===== config.mk =====
export PLATFORM = sky130hd
export DESIGN_NAME = pixel_tracker
export DESIGN_NICKNAME = d
export VERILOG_FILES = /design/src/pixel_tracker.sv
export SDC_FILE = /design/constraint.sdc
export NUM_CORES = 1
export LEC_CHECK = 0
export BUFFER_PORTS_ARGS = -buffer_cell sky130_fd_sc_hd__buf_2
export CAP_MARGIN = 10
export CORE_AREA = 3 3 40 42
export CTS_CLUSTER_SIZE = 40
export DETAILED_ROUTE_END_ITERATION = 12
export DIE_AREA = 0 0 43 45
export HOLD_SLACK_MARGIN = 0.06
export SYNTH_ARGS = -nofsm -noshare
export SYNTH_HDL_FRONTEND = slang
export SYNTH_SLANG_ARGS = --single-unit

===== constraint.sdc =====
create_clock -name aclk -period 1.54 [get_ports aclk]
set_input_delay 0 -clock aclk [delete_from_list [all_inputs] [get_ports aclk]]
set_output_delay 0 -clock aclk [all_outputs]
set_load 0.02 [all_outputs]

===== src/pixel_tracker.sv =====
/* Pixel tracker
   Counts beats accepted but not yet emitted and flags a busy pipeline */
module pixel_tracker #(
    parameter int TRACK_WIDTH = 4
) (
    input  logic aclk,
    input  logic rst_n,

    input  logic incoming,
    input  logic outgoing,
    output logic in_pipeline
);

    logic [TRACK_WIDTH-1:0] count;
    logic [TRACK_WIDTH-1:0] count_next;

    // Entry and exit in the same cycle cancel out
    always_comb begin
        count_next = count;
        if (incoming && !outgoing) begin
            count_next = count + 1'b1;
        end else if (outgoing && !incoming) begin
            count_next = count - 1'b1;
        end
    end

    // Flag follows the next count so it tracks the counter without lag
    always_ff @(posedge aclk or negedge rst_n) begin
        if (!rst_n) begin
            count       <= '0;
            in_pipeline <= 1'b0;
        end else begin
            count       <= count_next;
            in_pipeline <= (count_next != '0);
        end
    end

endmodule


Word-level counts from Yosys, hierarchy flattened:

Index checks and enable logic that the tools add are counted.

* eq/ne operators: 0
* bitwise logic cells: 0
* reductions and logical operators: 5
* muxes and demuxes: 2
* shift-type cells: 0
* add/sub/neg operators: 2
* divide/modulo/power cells: 0
* multipliers: 0
* $lt $le $gt $ge: 0

Operators with widths (count)
* $mux 4: 2
* $add 4x1->4 const B: 1
* $reduce_bool 4->1: 1
* $sub 4x1->4 const B: 1
* $logic_and 1x1->1: 2
* $logic_not 1->1: 2

* bits in writable memories: 0
* memory bits (read-only): 0
* output and inout port bits: 1
* memories kept: 0
* bits of input ports: 4
* bits in registers: 5
* bits in latches: 0
* word-level logic and storage cells: 11

Depth between registers and ports, before layout:

* depth in word-level cells: 5
* mapped depth: 6
* depth with buffers taken out: 6

Least setup slack after synthesis:

Ideal clock, no wire load.

* path kind: flip-flop to flip-flop
* from: register count[0]
* to: register in_pipeline
* data arrival time: 1380 ps
* required time: 1411 ps
* stages on the path, launching flop included: 7
* setup slack: 31 ps
* clock period less this slack: 1509 ps
* cells stage by stage: dfrtp_1 -> inv_1 -> ha_1 -> inv_1 -> nor3_1 -> a21oi_1 -> a2111o_1

* word-level cells in the longest chain between the ends: 4

Ends and longest elaborated chain
* start: declaration: line 14 `logic [TRACK_WIDTH-1:0] count;`
* start signal: assignment: line 33 `count <= count_next;`
* $sub 4x1->4: line 23 `count_next = count - 1'b1;`
* $mux 4: line 22 `end else if (outgoing && !incoming) begin`
* $mux 4 *: line 20 `if (incoming && !outgoing) begin`
* $reduce_bool 4->1 *: line 34 `in_pipeline <= (count_next != '0);`
* end signal: assignment: line 34
* end: declaration: line 11 `output logic in_pipeline`

Mark *: on every way between the ends. The rest lies on a longest branch, timed or not.

Worst setup path after layout:

* from: register count[0]
* to: register in_pipeline

* word-level cells in the longest chain between the ends: 4

Ends and longest elaborated chain
* $sub 4x1->4: line 23
* $mux 4: line 22
* $mux 4 *: line 20
* net count_next[3]: line 15 `logic [TRACK_WIDTH-1:0] count_next;`
* $reduce_bool 4->1 *: line 34

The timed path passes the listed nets; every way through them passes the cells marked *.

==> results.toml <==
[run_status]
outcome = "finished clean"

[timing]
setup_violations = 0
hold_violations = 0
relSlewSlack = 0.824
fin_ws_ns = 0.0341
clock.fmax_ghz = 0.664
rsz0062_at_grt = "yes"
final.period_utilization = 0.978
worst_pin_slew_ns = 0.262
fin_crit_ns = 1.51
maxSlewViolCount = 0
fin_skew_ns = 0.00626

[synthesis]
syn_inst = 32
syn-num-nets = 38
ys_seq_area_frac = 0.386
synthTopCellsByArea = "dfrtp_1, xnor2_1, ha_1, a22oi_2, a2111o_1"
yosysTopAreaCell = "dfrtp_1"
syn_area_per_cell_um2 = 10.1
netlist.area_leader.share = 0.386
ys_types = 20
syn-cell-area_um2 = 324
synth_warnings = 0
synth-seq-cells = 5

[setup_path]
crit_path_end_kind = "flop"
startpoint_type = "flop"
crit_slowest_cell = "dfrtp_1"
r2r_slack_ns = 0.03
cp.arrival_ns = 1.62
path_depth = 5
critPathKind = "reg2reg"
cp_num_buf_inv = 1
crit_family = "compound AO/OA/AOI/OAI gates"
worst_r2r_startpoint = "count[0]$_DFF_PN0_"
cp.required_ns = 1.66
cpPeakStageDelay_ns = 0.39
path_cells = "buf_4, and4b_1, a22oi_2, xnor2_2, a2111o_1"
ff2ff_path_depth = 5
reg2reg_to = "in_pipeline$_DFF_PN0_"
cp_max_fo = 3

[routing]
via_per_inst = 4.48
wirelength_um = 725
drt_iter0_markers = 3
num_vias = 273
firstDrtPassIters = 2
postRouteAntennaNets = 0
drc = 0
wire_per_inst_um = 11.9

[job]
timing.max_cap.violations = 0

[finish]
drive_gt1_frac = 0.478
diodes = 0
layout_common_cells = "buf_4, dfrtp_1, buf_2, inv_2, clkbuf_4"
final_net_count = 53
area_growth_pct = 44.4
fin_util = 0.364
final_common_cell = "buf_4"
n_fill_cell = 135

[global_routing]
grt_pass1_vias = 257
grt_start_max_net_pins = 13
antenna_found_initial = 0
overflow = 0
grt_pass1_wl_um = 1100
grt_use_total = 0.0753

[placement]
hpwlAfterDp_um = 467
post-place-ws_ns = -0.00186
port_buffers = 4
gp_congestion = 0.647

[clocking]
cts.htree.levels = 1
cts_buffer_depth = 2
clock-sinks = 5
cts_tree = "yes"
cts_buffers = 3
cts-root-buf = "clkbuf_4"
path_clk_slew_ns = 0.04
clk_latency_ns = 0.24

[die]
dieArea_um2 = 1940
rows = 13
core_area_um2 = 1280
die_h_um = 45
pin_count = 5
initial_core_util = 0.252
fp.dieW_um = 43

[power_and_ir_drop]
power.density_nw_per_um2 = 2040
p_leak_uw = 0.000204
vdd_drop_max_mv = 0.703

[hold_path]
hp-start = "outgoing"
hold_depth = 2
hp-class = "in2reg"
hold_end = "count[0]$_DFF_PN0_"
## cells by family after synthesis
group                      share of synthesized area
xor gates and xnor gates                       0.108
DFF                                            0.386
muxes                                         0.0309
buffers and inverters                         0.0849
adders and majority gates                     0.0772
AOI/OAI and AO/OA                              0.170
and+or+nand+nor                                0.143
## synthesized netlist by cell type, drive strengths merged
cell type	number
a2111o	1
a211oi	1
a21oi	2
a22oi	1
a311oi	1
and4b	1
buf	2
dfrtp	5
ha	2
inv	3
mux2i	1
nand2	1
nand3b	1
nor2	2
nor3	2
nor3b	1
o21ai	1
xnor2	3
xor2	1
## registers in the layout (all words and copies together) (netlist names)
register / flops
count: 4
in_pipeline: 1
## where the power goes
part	switching, µW	leakage (µW)	internal (µW)	total (µW)
clock	47.9	0.0000150	97.6	145
sequential	52.1	0.0000560	198	251
combinational	272	0.000133	288	561
total	372	0.000204	584	957
## worst max-delay path by stage
stage                       start                     to  slack, ns
2_1_floorplan  count[0]$_DFF_PN0_  in_pipeline$_DFF_PN0_       0.03
3_3_place_gp   count[1]$_DFF_PN0_  in_pipeline$_DFF_PN0_       0.02
3_5_place_dp   count[1]$_DFF_PN0_  in_pipeline$_DFF_PN0_     -0.002
4_1_cts        count[0]$_DFF_PN0_  in_pipeline$_DFF_PN0_       0.04
5_1_grt        count[1]$_DFF_PN0_  in_pipeline$_DFF_PN0_      -0.04
6_report       count[0]$_DFF_PN0_  in_pipeline$_DFF_PN0_       0.03
## metal layers
| layer | global-route usage | part of all wire |
|---|---|---|
| met1 | 0.105 | 0.45 |
| met3 | 0.0279 | 0.030 |
| met4 | 0.0181 | 0 |
| met5 | 0 | 0 |
| met2 | 0.111 | 0.52 |
## layout make-up
| class | count | area, µm² | share of cell area |
|---|---|---|---|
| Clock buffer | 4 | 26.3 | 0.0561 |
| Sequential cell | 5 | 125 | 0.267 |
| Timing Repair Buffer | 12 | 82.6 | 0.176 |
| Tap cell | 15 | 18.8 | 0.0401 |
| Inverter | 3 | 11.3 | 0.0241 |
| Multi-Input combinational cell | 22 | 204 | 0.436 |
## what timing repair did
action,in CTS,in global routing
hold buffers,1,0
gates resized for setup,1,8
pin swaps,0,5
setup buffers,0,1
endpoints found under the hold margin,5,0
setup endpoints to repair,1,1
## per-stage QoR
stage	TNS, ns	area [µm²]	std cells	hold slack, ns	total power (µW)
after global placement	0	392	55	-0.184	668
after global routing	-0.0432	468	61	0.0998	1030
after detailed placement	-0.00186	392	55	-0.184	674
after CTS	0	433	60	0.0801	837
final	0	468	61	0.0873	957
after floorplan	0	324	32	-0.296	492
Note: power is estimated with default switching activity, not from simulation.
