$ cat src/attr_types_pkg.sv
/* Attribute interpolator numeric formats
   Coordinate, index and Q16.16 attribute widths plus the channel order */
package attr_types_pkg;

    ////////////////////////////////////////
    // Widths
    ////////////////////////////////////////
    localparam int SCREEN_POS_WIDTH = 11;
    localparam int INDEX_WIDTH      = 16;
    // Signed Q16.16, results wrap to this width
    localparam int ATTR_WIDTH       = 32;
    localparam int NUM_CHANNELS     = 5;

    ////////////////////////////////////////
    // Channel positions in every per-channel array
    ////////////////////////////////////////
    localparam int CH_R = 0;
    localparam int CH_G = 1;
    localparam int CH_B = 2;
    localparam int CH_A = 3;
    // Depth z
    localparam int CH_Z = 4;

    // Screen or bounding-box coordinate
    typedef logic [SCREEN_POS_WIDTH-1:0] screen_pos_t;

    // Framebuffer index
    typedef logic [INDEX_WIDTH-1:0] fb_index_t;

    // Attribute value or increment
    typedef logic signed [ATTR_WIDTH-1:0] attr_t;

endpackage

$ cat src/attr_stream_pkg.sv
/* Attribute interpolator stream records
   Rasterizer pixel beat, triangle setup and the records between pipeline stages */
package attr_stream_pkg;

    import attr_types_pkg::*;

    // One value per channel, indexed by CH_R .. CH_Z
    typedef attr_t [NUM_CHANNELS-1:0] attr_vec_t;

    ////////////////////////////////////////
    // Pixel stream
    ////////////////////////////////////////

    // Fields carried through the pipeline unchanged
    typedef struct packed {
        screen_pos_t screen_x;
        screen_pos_t screen_y;
        fb_index_t   index;
        logic        last;
    } pixel_side_t;

    // Beat from the rasterizer
    typedef struct packed {
        screen_pos_t bb_x;
        screen_pos_t bb_y;
        pixel_side_t side;
    } pixel_beat_t;

    // Per-triangle setup, constant while pixels are in flight
    typedef struct packed {
        attr_vec_t base;
        attr_vec_t inc_x;
        attr_vec_t inc_y;
    } triangle_attr_t;

    ////////////////////////////////////////
    // Stage records
    ////////////////////////////////////////
    typedef struct packed {
        pixel_side_t side;
        attr_vec_t   prod_x;
        attr_vec_t   prod_y;
    } mul_out_t;

    typedef struct packed {
        pixel_side_t side;
        attr_vec_t   inc_sum;
    } sum_out_t;

    // Interpolated output beat
    typedef struct packed {
        pixel_side_t side;
        attr_vec_t   attr;
    } pixel_out_t;

endpackage

$ cat src/interp_base_stage.sv
/* Interpolator stage 3
   Adds the triangle base to the summed increment and registers the output beat */
module interp_base_stage
    import attr_types_pkg::*;
    import attr_stream_pkg::*;
(
    input  logic           aclk,
    input  logic           rst_n,

    input  logic           in_valid,
    input  sum_out_t       in_data,

    // Triangle setup, only the bases are read here
    input  triangle_attr_t tri_attr,

    // Interpolated pixel stream
    output logic           out_valid,
    output pixel_out_t     out_pixel
);

    ////////////////////////////////////////
    // Output valid
    ////////////////////////////////////////
    always_ff @(posedge aclk or negedge rst_n) begin
        if (!rst_n) begin
            out_valid <= 1'b0;
        end else begin
            out_valid <= in_valid;
        end
    end

    ////////////////////////////////////////
    // Final attribute values
    ////////////////////////////////////////
    always_ff @(posedge aclk) begin
        out_pixel.side <= in_data.side;
        for (int ch = 0; ch < NUM_CHANNELS; ch++) begin
            out_pixel.attr[ch] <= tri_attr.base[ch] + in_data.inc_sum[ch];
        end
    end

endmodule

$ cat config.mk
export PLATFORM = sky130hd
export DESIGN_NAME = interp_base_stage
export DESIGN_NICKNAME = d
export VERILOG_FILES = /design/src/attr_types_pkg.sv /design/src/attr_stream_pkg.sv /design/src/interp_base_stage.sv
export SDC_FILE = /design/constraint.sdc
export NUM_CORES = 1
export LEC_CHECK = 0
export ABC_AREA = 1
export BUFFER_PORTS_ARGS = -buffer_cell sky130_fd_sc_hd__buf_4
export CAP_MARGIN = 20
export CELL_PAD_IN_SITES_DETAIL_PLACEMENT = 1
export CELL_PAD_IN_SITES_GLOBAL_PLACEMENT = 1
export CORE_AREA = 2 2 343 345
export CTS_CLUSTER_DIAMETER = 30
export CTS_CLUSTER_SIZE = 10
export DETAILED_ROUTE_END_ITERATION = 12
export DIE_AREA = 0 0 345 347
export GPL_ROUTABILITY_DRIVEN = 0
export HOLD_SLACK_MARGIN = 0.1
export PLACE_DENSITY = 0.52
export SLEW_MARGIN = 20
export SYNTH_ARGS = -nofsm -noshare
export SYNTH_HDL_FRONTEND = slang
export SYNTH_SLANG_ARGS = --single-unit
$ cat constraint.sdc
create_clock -name aclk -period 0.8 [get_ports aclk]
set_clock_uncertainty 0.05 [all_clocks]
set_input_delay 0.08 -clock aclk [delete_from_list [all_inputs] [get_ports aclk]]
set_output_delay 0.08 -clock aclk [all_outputs]
set_load 0.05 [all_outputs]
# Yosys cells after proc, flatten, opt, wreduce, memory -nomap -nowiden
# Cells that the tools add are included.
# W data, S select, Z words.
[word_totals]
word_cells = 15
inputBits = 682
ff_bits = 200
output_inout_bits = 200
[op_classes]
add_sub_neg = 5
[op_table]
columns = ["op", "n"]
rows = [
  ["$add A32 B32 Y32", 5],
]

# Logic depth before layout (Yosys ltp)
[depth]
ltp_word = 1
depth_mapped = 12
ltp_nobuf = 12

# Worst setup path before layout
# Ideal clock, no wire load.
[synth_path]
path_kind = "input to register"
startpoint = "input in_data[96] (netlist bit)"
endpoint = "register out_pixel[124] (netlist bit)"
t_required_ns = 0.638
arrival_time_ns = 1.386
path_slack_ns = -0.749
path_buffers = 0
cell_stages = 12
setup_ns = 0.112
cell_sequence = "ha_1 > fa_1 > nand3_1 > nand3_1 > nand2_1 > nand2_2 > nand2_1 > nand2_2 > nand2_1 > nand2_1 > nand2_1 > nand2_1"
[synth_via]
elab_chain_cells = 1
[synth_lines]
columns = ["item", "line", "rtl"]
rows = [
  ["from (decl)", "interp_base_stage.sv:11", "input sum_out_t in_data,"],
  ["$add A32 B32 Y32", "interp_base_stage.sv:38", "out_pixel.attr[ch] <= tri_attr.base[ch] + in_data.inc_sum[ch];"],
  ["to (decl)", "interp_base_stage.sv:18", "output pixel_out_t out_pixel"],
]
# Every way passes these cells.

# Final worst setup path
[layout_path]
startpoint = "register out_pixel[38] (netlist bit)"
endpoint = "output out_pixel[38] (netlist bit)"
# No word-level cell between the ends.

==> out/results.md <==
* **most frequent cells in the layout** nand2_1 (687), buf_4 (558), inv_1 (478)
* **pin count of the biggest net entering global routing** 18
* **total detailed-routing wirelength** 84500 um
* **Seq cells post-synth** 200
* **most frequent standard cell in the layout excluding fill and tap cells** nand2_1
* **maximum root-to-sink buffer count** 2
* **detailed-route via count** 19311
* **Crit Path Max Fanout** 1
* **kind of critical path** flip-flop to primary output
* **Starting DRT DRC Count** 477
* **clock buffers created by TritonCTS** 17
* **Buf/Inv on CP** 1
* **Max H-tree Level** 4
* **number of core rows** 125
* **floorplan die area** 120000 um^2
* **total non-filler cell area in the finished layout** 34200 um^2
* **share of the clock period used by the worst path** 1.56
* **number of pins exceeding their max-slew limit in the final report** 0
* **Achievable Freq** 800 MHz
* **unrepaired setup endpoints after global routing** yes
* **CP peak stage delay** 0.42 ns
* **DRC Markers** 0
* **Worst Hold Margin** -0.223 ns
* **count of yosys warnings during synthesis** 0
* **Arrival @ worst endpoint** 1.12 ns
* **fraction of registers with async set or reset after synthesis** 0.00500
* **CTS clk-pin slew, worst paths** 0.09 ns
* **number of nets in the synthesized netlist** 3497
* **utilization of the core after routing** 0.295
* **Post-Place Cells** 5031
* **sequential fraction of the synthesis area** 0.257
* **core area** 116000 um^2
* **mapped cell area** 15600 um^2
* **boundary pin count** 882
* **number of maximum-capacitance violations** 0
* **number of nets in the finished design** 4497
* **path type of the worst min-delay path** input pin to flip-flop
* **violated checks** hold timing, setup timing
* **antenna diode count** 0
* **result of the run** complete, but fails checks
* **buffer type at the clock tree root** clkbuf_16
* **routed wirelength normalized by instance count** 16.3 um
* **data required time of the critical path** 0.67 ns
* **GRT Overall Usage** 0.139
* **synthesized area per cell** 5.89 um^2
* **nature of the critical path startpoint** flip-flop
* **Leak** 17.4 nW
* **quantity of I/O buffers inserted on ports** 561
* **master of the slowest instance on the critical path** dfxtp_4
* **cells along the critical path** buf_12
* **post-route setup TNS** -90.83 ns
* **final number of setup-violating endpoints** 334
* **relative max-transition margin** 0.748
* **TritonCTS clock tree** built
* **share of final-layout standard cells stronger than drive strength 1** 0.589
* **start point of the critical path** out_pixel[38]$_DFF_P_
* **number of sinks on the clock net** 200
* **dominant register cell in the synthesized netlist** dfxtp_1
* **detailed-routing iteration count for the pre-antenna-repair pass** 4
* **Period minus WS final** 1.25 ns
* **number of flops mapped to enable cells by yosys** 0
* **y dimension of the die** 347 um
* **number of inserted filler cells in the final layout** 13742
* **power density over the cells** 1590 nW/um^2
* **global-route wire length before repair** 125000 um
* **worst-margin pin slew** 0.376 ns
* **post-route ant nets** 0
* **final std cells w/o fill** 5192
* **Synth-to-Final Area Change** 119%
* **Fin. Hold Viols** 59
* **instance count of the mapped netlist** 2655
* **initial antenna violation count** 7
* **setup slack of the critical path after layout** -0.450 ns
* **category of cells accounting for the largest share of critical-path delay** flip-flops
* **total half-perimeter wirelength after legalization and detailed placement** 71500 um
* **capture point of the worst path** out_pixel[38]
* **cell area reported after detailed placement** 26300 um^2
* **effective utilization at floorplan** 0.135
* **CTS hold repair buffers** 67
* **Via density** 3.72
* **peak supply drop** 1930 uV
* **synth unique cells** 18
* **WP depth** 1
* **via count of the first global-routing pass** 20804
* **overall die width** 345 um
* **total congestion overflow after global routing** 0
* **worst hold path depth** 2
* **sort of element at the end of the critical path** primary output
-- sequential cells by signal, indices dropped and copies added, names as in the netlist --
register / flops
out_pixel: 199
out_valid: 1
-- stage by stage --
| stage | setup WS, ns | power [W] |
|---|---|---|
| floorplan | -0.611 | 0.0264 |
| global placement | -0.901 | 0.0372 |
| detailed placement | -0.914 | 0.0373 |
| CTS | -0.530 | 0.0530 |
| global route | -0.512 | 0.0577 |
| finish | -0.450 | 0.0545 |
-- area by class of cell --
cell class                 count  area (um^2)  share of cell area
timing repair buffer         981         9800               0.287
multi-input combinational   1895        15400               0.452
clock inverter                10          121             0.00355
inverter                     560         2160              0.0631
sequential                   200         4300               0.126
clock buffer                  22          454              0.0133
tap                         1524         1910              0.0558
-- synth_stat cells, types with 10 or more instances --
master / count / area (um^2)
nor3_1: 25 / 125
nand3_2: 10 / 100
dfxtp_1: 199 / 3980
o21bai_1: 10 / 75.1
a21oi_1: 100 / 500
nand2_1: 1136 / 4260
ha_1: 155 / 1940
xor2_1: 75 / 657
nand3_1: 120 / 601
nand4_1: 20 / 125
inv_1: 560 / 2100
nand2_2: 34 / 213
nor2_1: 194 / 728
-- where the power goes --
part / leakage [nW] / switching, W / internal (W)
Clock: 0.273 / 0.00501 / 0.00471
Combinational: 15.5 / 0.0173 / 0.0139
Sequential: 1.70 / 0.00142 / 0.0121
Total: 17.4 / 0.0237 / 0.0308
-- logic make-up (layout without fill, tap and decap cells) --
logic type | Yosys count | in the layout | share of synthesized area
AO/OA/AOI/OAI | 115 | 115 | 0.0392
XOR/XNOR | 80 | 80 | 0.0448
adder cells (fa/ha/maj) | 160 | 160 | 0.131
buffers and inverters | 560 | 1573 | 0.135
flip-flops | 200 | 200 | 0.257
AND/OR/NAND/NOR | 1540 | 1540 | 0.394
-- timing repair --
action,CTS,global route
resized for setup,1135,633
buffers inserted,38,40
endpoints found under the hold margin,200,145
pin swaps,303,387
endpoints found under the setup margin,319,332
-- layer usage --
layer	routed length (um)	share of wire	up-vias	global-route usage
li1	-	-	9922	-
met1	37300	0.44	8941	0.173
met2	41200	0.49	380	0.239
met3	4560	0.054	54	0.0355
met4	1300	0.015	14	0.0352
met5	84	0.00099	-	0
-- how the worst min path moves through the flow --
stage | startpoint | endpoint
3_5_place_dp | rst_n | out_valid$_DFF_PN0_
6_report | in_data[33] | out_pixel[33]$_DFF_P_
3_3_place_gp | rst_n | out_valid$_DFF_PN0_
5_1_grt | in_data[33] | out_pixel[33]$_DFF_P_
2_1_floorplan | rst_n | out_valid$_DFF_PN0_
4_1_cts | in_data[33] | out_pixel[33]$_DFF_P_
No activity file was read; power rests on OpenSTA's default activity.
