--- config.mk ---
export PLATFORM = sky130hd
export DESIGN_NAME = interp_sum_stage
export DESIGN_NICKNAME = d
export VERILOG_FILES = /design/src/attr_types_pkg.sv /design/src/attr_stream_pkg.sv /design/src/interp_sum_stage.sv
export SDC_FILE = /design/constraint.sdc
export NUM_CORES = 1
export LEC_CHECK = 0
export BUFFER_PORTS_ARGS = -buffer_cell sky130_fd_sc_hd__buf_2
export CAP_MARGIN = 15
export CORE_AREA = 2 2 216 218
export DETAILED_ROUTE_END_ITERATION = 10
export DIE_AREA = 0 0 218 220
export PLACE_DENSITY = 0.54
export REMOVE_ABC_BUFFERS = 1
export SETUP_SLACK_MARGIN = 0.3
export SLEW_MARGIN = 0
export SYNTH_ARGS = -nofsm -noshare
export SYNTH_HDL_FRONTEND = slang
export SYNTH_SLANG_ARGS = --single-unit
--- constraint.sdc ---
create_clock -name aclk -period 0.8 [get_ports aclk]
set_input_delay 0.12 -clock aclk [delete_from_list [all_inputs] [get_ports aclk]]
set_output_delay 0.12 -clock aclk [all_outputs]
set_load 0.02 [all_outputs]
--- src/attr_types_pkg.sv ---
/* Attribute interpolator numeric formats
   Coordinate, index and Q16.16 attribute widths plus the channel order */
package attr_types_pkg;

    ////////////////////////////////////////
    // Widths
    ////////////////////////////////////////
    localparam int SCREEN_POS_WIDTH = 11;
    localparam int INDEX_WIDTH      = 16;
    // Signed Q16.16, results wrap to this width
    localparam int ATTR_WIDTH       = 32;
    localparam int NUM_CHANNELS     = 5;

    ////////////////////////////////////////
    // Channel positions in every per-channel array
    ////////////////////////////////////////
    localparam int CH_R = 0;
    localparam int CH_G = 1;
    localparam int CH_B = 2;
    localparam int CH_A = 3;
    // Depth z
    localparam int CH_Z = 4;

    // Screen or bounding-box coordinate
    typedef logic [SCREEN_POS_WIDTH-1:0] screen_pos_t;

    // Framebuffer index
    typedef logic [INDEX_WIDTH-1:0] fb_index_t;

    // Attribute value or increment
    typedef logic signed [ATTR_WIDTH-1:0] attr_t;

endpackage

--- src/attr_stream_pkg.sv ---
/* Attribute interpolator stream records
   Rasterizer pixel beat, triangle setup and the records between pipeline stages */
package attr_stream_pkg;

    import attr_types_pkg::*;

    // One value per channel, indexed by CH_R .. CH_Z
    typedef attr_t [NUM_CHANNELS-1:0] attr_vec_t;

    ////////////////////////////////////////
    // Pixel stream
    ////////////////////////////////////////

    // Fields carried through the pipeline unchanged
    typedef struct packed {
        screen_pos_t screen_x;
        screen_pos_t screen_y;
        fb_index_t   index;
        logic        last;
    } pixel_side_t;

    // Beat from the rasterizer
    typedef struct packed {
        screen_pos_t bb_x;
        screen_pos_t bb_y;
        pixel_side_t side;
    } pixel_beat_t;

    // Per-triangle setup, constant while pixels are in flight
    typedef struct packed {
        attr_vec_t base;
        attr_vec_t inc_x;
        attr_vec_t inc_y;
    } triangle_attr_t;

    ////////////////////////////////////////
    // Stage records
    ////////////////////////////////////////
    typedef struct packed {
        pixel_side_t side;
        attr_vec_t   prod_x;
        attr_vec_t   prod_y;
    } mul_out_t;

    typedef struct packed {
        pixel_side_t side;
        attr_vec_t   inc_sum;
    } sum_out_t;

    // Interpolated output beat
    typedef struct packed {
        pixel_side_t side;
        attr_vec_t   attr;
    } pixel_out_t;

endpackage

--- src/interp_sum_stage.sv ---
/* Interpolator stage 2
   Adds the x and y increment products of each channel */
module interp_sum_stage
    import attr_types_pkg::*;
    import attr_stream_pkg::*;
(
    input  logic     aclk,
    input  logic     rst_n,

    input  logic     in_valid,
    input  mul_out_t in_data,

    output logic     out_valid,
    output sum_out_t out_data
);

    always_ff @(posedge aclk or negedge rst_n) begin
        if (!rst_n) begin
            out_valid <= 1'b0;
        end else begin
            out_valid <= in_valid;
        end
    end

    ////////////////////////////////////////
    // Total increment per channel
    ////////////////////////////////////////
    always_ff @(posedge aclk) begin
        out_data.side <= in_data.side;
        for (int ch = 0; ch < NUM_CHANNELS; ch++) begin
            // Wraps at 32 bits, carry out is dropped
            out_data.inc_sum[ch] <= in_data.prod_x[ch] + in_data.prod_y[ch];
        end
    end

endmodule

After elaboration in Yosys (flattened, before gate mapping)

Index checks and enable logic that the tools add are counted.

Register bits after elaboration: 200
Bits of input ports: 362
Word-level logic and storage cells: 15

Add/sub/neg operators: 5

Operators by type and width:

| operator         | number |
|---|---|
| $add A32 B32 Y32 | 5 |

Logic depth before layout (Yosys ltp)

Word-level depth: 1
Gate-level depth with buffers: 11
Gate-level depth less buffers: 11

Worst setup path before layout

No wires, ideal clock.

Path type: in2reg
Start point: input port in_data[32] in the netlist's numbering
End point: register out_data[60] in the netlist's numbering
Setup time: 0.134 ns
Arrival time: 2.489 ns
Data required time: 0.666 ns
Setup slack: -1.823 ns
Stages on the path: 11
Path buffers: 0
Cells stage by stage: ha_1 -> fa_1 -> a21oi_1 -> nor3b_2 -> o221ai_2 -> a31oi_2 -> a41oi_2 -> a21oi_2 -> a41oi_2 -> mux2i_1 -> or4_1

Cells in the longest elaborated chain, start to end: 1

Ends and longest elaborated chain:

| what             | RTL line               | text |
|---|---|---|
| from (decl)      | interp_sum_stage.sv:11 | `input mul_out_t in_data,` |
| $add A32 B32 Y32 | interp_sum_stage.sv:32 | `out_data.inc_sum[ch] <= in_data.prod_x[ch] + in_data.prod_y[ch];` |
| to (decl)        | interp_sum_stage.sv:14 | `output sum_out_t out_data` |

Every way passes these cells.

Worst setup path after layout

Start point: input port in_data[256] in the netlist's numbering
End point: register out_data[126] in the netlist's numbering

The elaborated chain is that of the path after synthesis.

==> results.txt <==
The run finished, with violations left. The checks that failed: hold timing, setup timing. The fraction of the cycle the final worst path needs works out to 265%. After clock tree synthesis, the flow added hold-fix buffers numbering 41. The tools report the floorplan row count as 79.

Measured on the finished design, the core utilization comes to 53.6%. The final critical-path setup slack is -1.32 ns. Dividing total power by cell area gives a power density of 1780 nW/um^2.

The slowest cell on the critical path was sky130_fd_sc_hd__fa_2. The first global-routing pass estimated 74400 um of wire. Leaving out filler cells and counting taps, the final layout contains 3025.

The clock passes through at most 2 buffers. Setup repair after global routing could not meet its margin everywhere. The run gives 20 as the largest net degree at the start of global routing.

During synthesis, Yosys emitted a total of 0 warnings. In this run the cell area of the synthesized design comes to 11800 um^2. The die covers 48000 um^2.

The number of synthesized flops with an enable pin is 0, and the initial antenna violation count is 21. The number of clock buffers added by TritonCTS is 17. The first routing iteration left 509 violations. Top cell type's share of synthesized area: 33.9%.

The maximum single-stage delay on the critical path was 0.38 ns; the number of nets in the layout was 2916. In this run the number of H-tree levels came out at 4. The worst setup path is captured at a register. The signal on the critical path passes through buf_6 -> ha_4 -> fa_2 -> a211oi_2 -> o21bai_2 -> o2111ai_2 -> a31oi_2 -> o41ai_2 -> buf_4 -> buf_6 -> nor2_4 -> a311oi_2 -> xnor2_1.

The count of port buffers added during placement is 561, and the max-capacitance violation count is 0. The run gives -0.179 ns as the final hold slack. Routability-driven placement finished with a final weighted congestion of 0.895.

The measured slew at the worst slew-check pin was 0.556 ns; the total negative slack was -159.07 ns. STA classifies the critical path startpoint as an input port. For the initial core utilization, the log shows 25.6%. The tools report the maximum clock frequency as 0.472 GHz. The logs give 0 for the post-route antenna net violation count and 11.6 nW for the leakage dissipation. The async set-reset flop share out of synthesis works out to 0.500%. The post-route netlist has 67.0% of its cells at a drive strength greater than 1.

Dividing the synthesized area by the synthesized cell count gives 9.16 um^2. The tools report the setup slack at placement as -2.23 ns. The class of the worst hold path is in2reg. Leaving out fill and tap cells, the most frequent cells in the layout are 387 x sky130_fd_sc_hd__buf_4, 348 x sky130_fd_sc_hd__buf_6, 321 x sky130_fd_sc_hd__buf_2.

Along the worst path, the maximum fanout reaches 2. Summing over every cut layer, the via total after detailed routing is 14300. By area the synthesized netlist is led by sky130_fd_sc_hd__dfxtp_1 34%, sky130_fd_sc_hd__ha_1 16%, sky130_fd_sc_hd__xnor2_1 6.3%, sky130_fd_sc_hd__a21oi_1 6.3%, sky130_fd_sc_hd__a21o_1 4.5%. The tools report the via count of the first global-routing pass as 14400. The tools report the count of final hold-check violations as 18.

The total half-perimeter wirelength after legalization and detailed placement was 38500 um; the clock-pin slew on the worst setup and hold paths was 0.08 ns. CTS placed an instance of sky130_fd_sc_hd__clkbuf_16 at the clock tree root. The post-synthesis sequential element count was 200; the count of TritonRoute iterations in the first routing pass was 5. The worst-case IR drop observed on VDD is 1.39 mV. The share of the Yosys chip area taken by registers is 34.1%. In this run the count of I/O pins placed on the die edge is 562. Library cell with the largest summed area after synthesis: sky130_fd_sc_hd__dfxtp_1. The critical path required time was 1.19 ns.

The standard cell core area was 45900 um^2. The die outline height was 220 um. After detailed routing, the number of vias per cell comes to 4.72.

For this run, the leading register cell type out of synthesis is sky130_fd_sc_hd__dfxtp_1. The total of endpoints with negative setup slack in the final report was 341. The aggregate global routing overflow came out at 0. From synthesis to final layout, the design area changed by 109%. TritonCTS built the clock tree. Synthesis instantiated 68 different standard cells from the library. Counting every sink on the clock net gives 200. The routed wire length per instance works out to 17.5 um. Across every metal layer, demand over resource in global routing totals 19.9%. Final number of max-transition violations: 0.

Among the stages of the critical path, the cell type that occurs most often is sky130_fd_sc_hd__buf_6. The post-route minimum period is 2.12 ns. By startpoint and endpoint, the worst setup path is classified as in2reg. The logs give 0 for the remaining design rule violation count and 1284 for the gate count of the mapped netlist. The placed cell count is 2812. The most common library cell in the layout ignoring fill and taps is sky130_fd_sc_hd__buf_4. The width of the die works out to 218 um.

The worst slew slack as a fraction of its limit was 62.0%; the aggregate routed wire length was 53000 um. Data arrives at the worst endpoint at 2.51 ns.
==> metal layers <==
layer / part of all wire (%) / wire (um) / vias up / global-route usage (%)
li1: - / - / 6931 / -
met1: 37 / 19700 / 6736 / 20.7
met2: 52 / 27700 / 486 / 37.1
met3: 6.7 / 3570 / 120 / 6.18
met4: 3.7 / 1960 / 10 / 7.89
met5: 0.13 / 69 / - / 0
==> cell type report <==
cell class / instances / area, um^2
clock inverter: 14 / 160
tap: 607 / 759
inverter: 35 / 131
clock buffer: 18 / 429
fill: 3873 / 21300
multi-input combinational: 1035 / 9860
antenna: 11 / 27.5
sequential: 200 / 4260
timing repair buffer: 1105 / 8970
==> stage by stage <==
step	power, W	instance area [um^2]
2_1_floorplan	0.0203	11700
3_3_place_gp	0.0273	18100
3_5_place_dp	0.0274	18100
4_1_cts	0.0420	22800
5_1_grt	0.0460	24600
6_report	0.0439	24600
==> where the power goes <==
part / switching, W / leakage, nW / internal, W
clock: 0.00475 / 0.278 / 0.00443
combinational: 0.00998 / 9.63 / 0.0115
sequential: 0.000992 / 1.69 / 0.0123
==> state kept, by name, summed over array words and instances (netlist names) <==
register and flops:
out_valid 1, out_data 199
==> timing repair <==
item	in CTS	in global routing
pin swaps	243	192
endpoints found under the setup margin	351	351
hold endpoints to repair	68	17
setup buffers	56	73
gates resized for setup	949	245
==> path summary, 6_finish.rpt <==
| path | from | slack (ns) | to | depth (start not counted) |
|---|---|---|---|---|
| max | in_data[256] | -1.32 | out_data[126] | 13 |
| min | in_data[64] | -0.18 | out_data[64] | 2 |
| max in group asynchronous | rst_n | 0.80 | out_valid | 2 |
| min in group asynchronous | rst_n | -0.08 | out_valid | 2 |
==> synth_stat cells (all sizes together) (24+ instances only) <==
library cell	number
a21o	71
a21oi	148
and3	24
dfxtp	199
ha	155
inv	35
nand2	84
nand3	40
nor2	64
o21ai	61
xnor2	85
xor2	53
==> critical path: cells and delay by family <==
kind / cells / cell delay, ns
xor+xnor: 1 / 0.09
compound gates: 6 / 1.34
fa+ha+maj: 2 / 0.54
simple gates: 1 / 0.04
buf+inv: 3 / 0.37
==> cell families after synthesis <==
| family | share of synthesized area, % |
|---|---|
| buffers and inverters | 1.57 |
| adder cells (fa/ha/maj) | 17.3 |
| AO/OA/AOI/OAI | 23.4 |
| AND/OR/NAND/NOR | 13.0 |
| flip-flops | 34.1 |
| multiplexers | 0.255 |
| XOR/XNOR | 10.3 |
No activity file was read; power rests on OpenSTA's default activity.
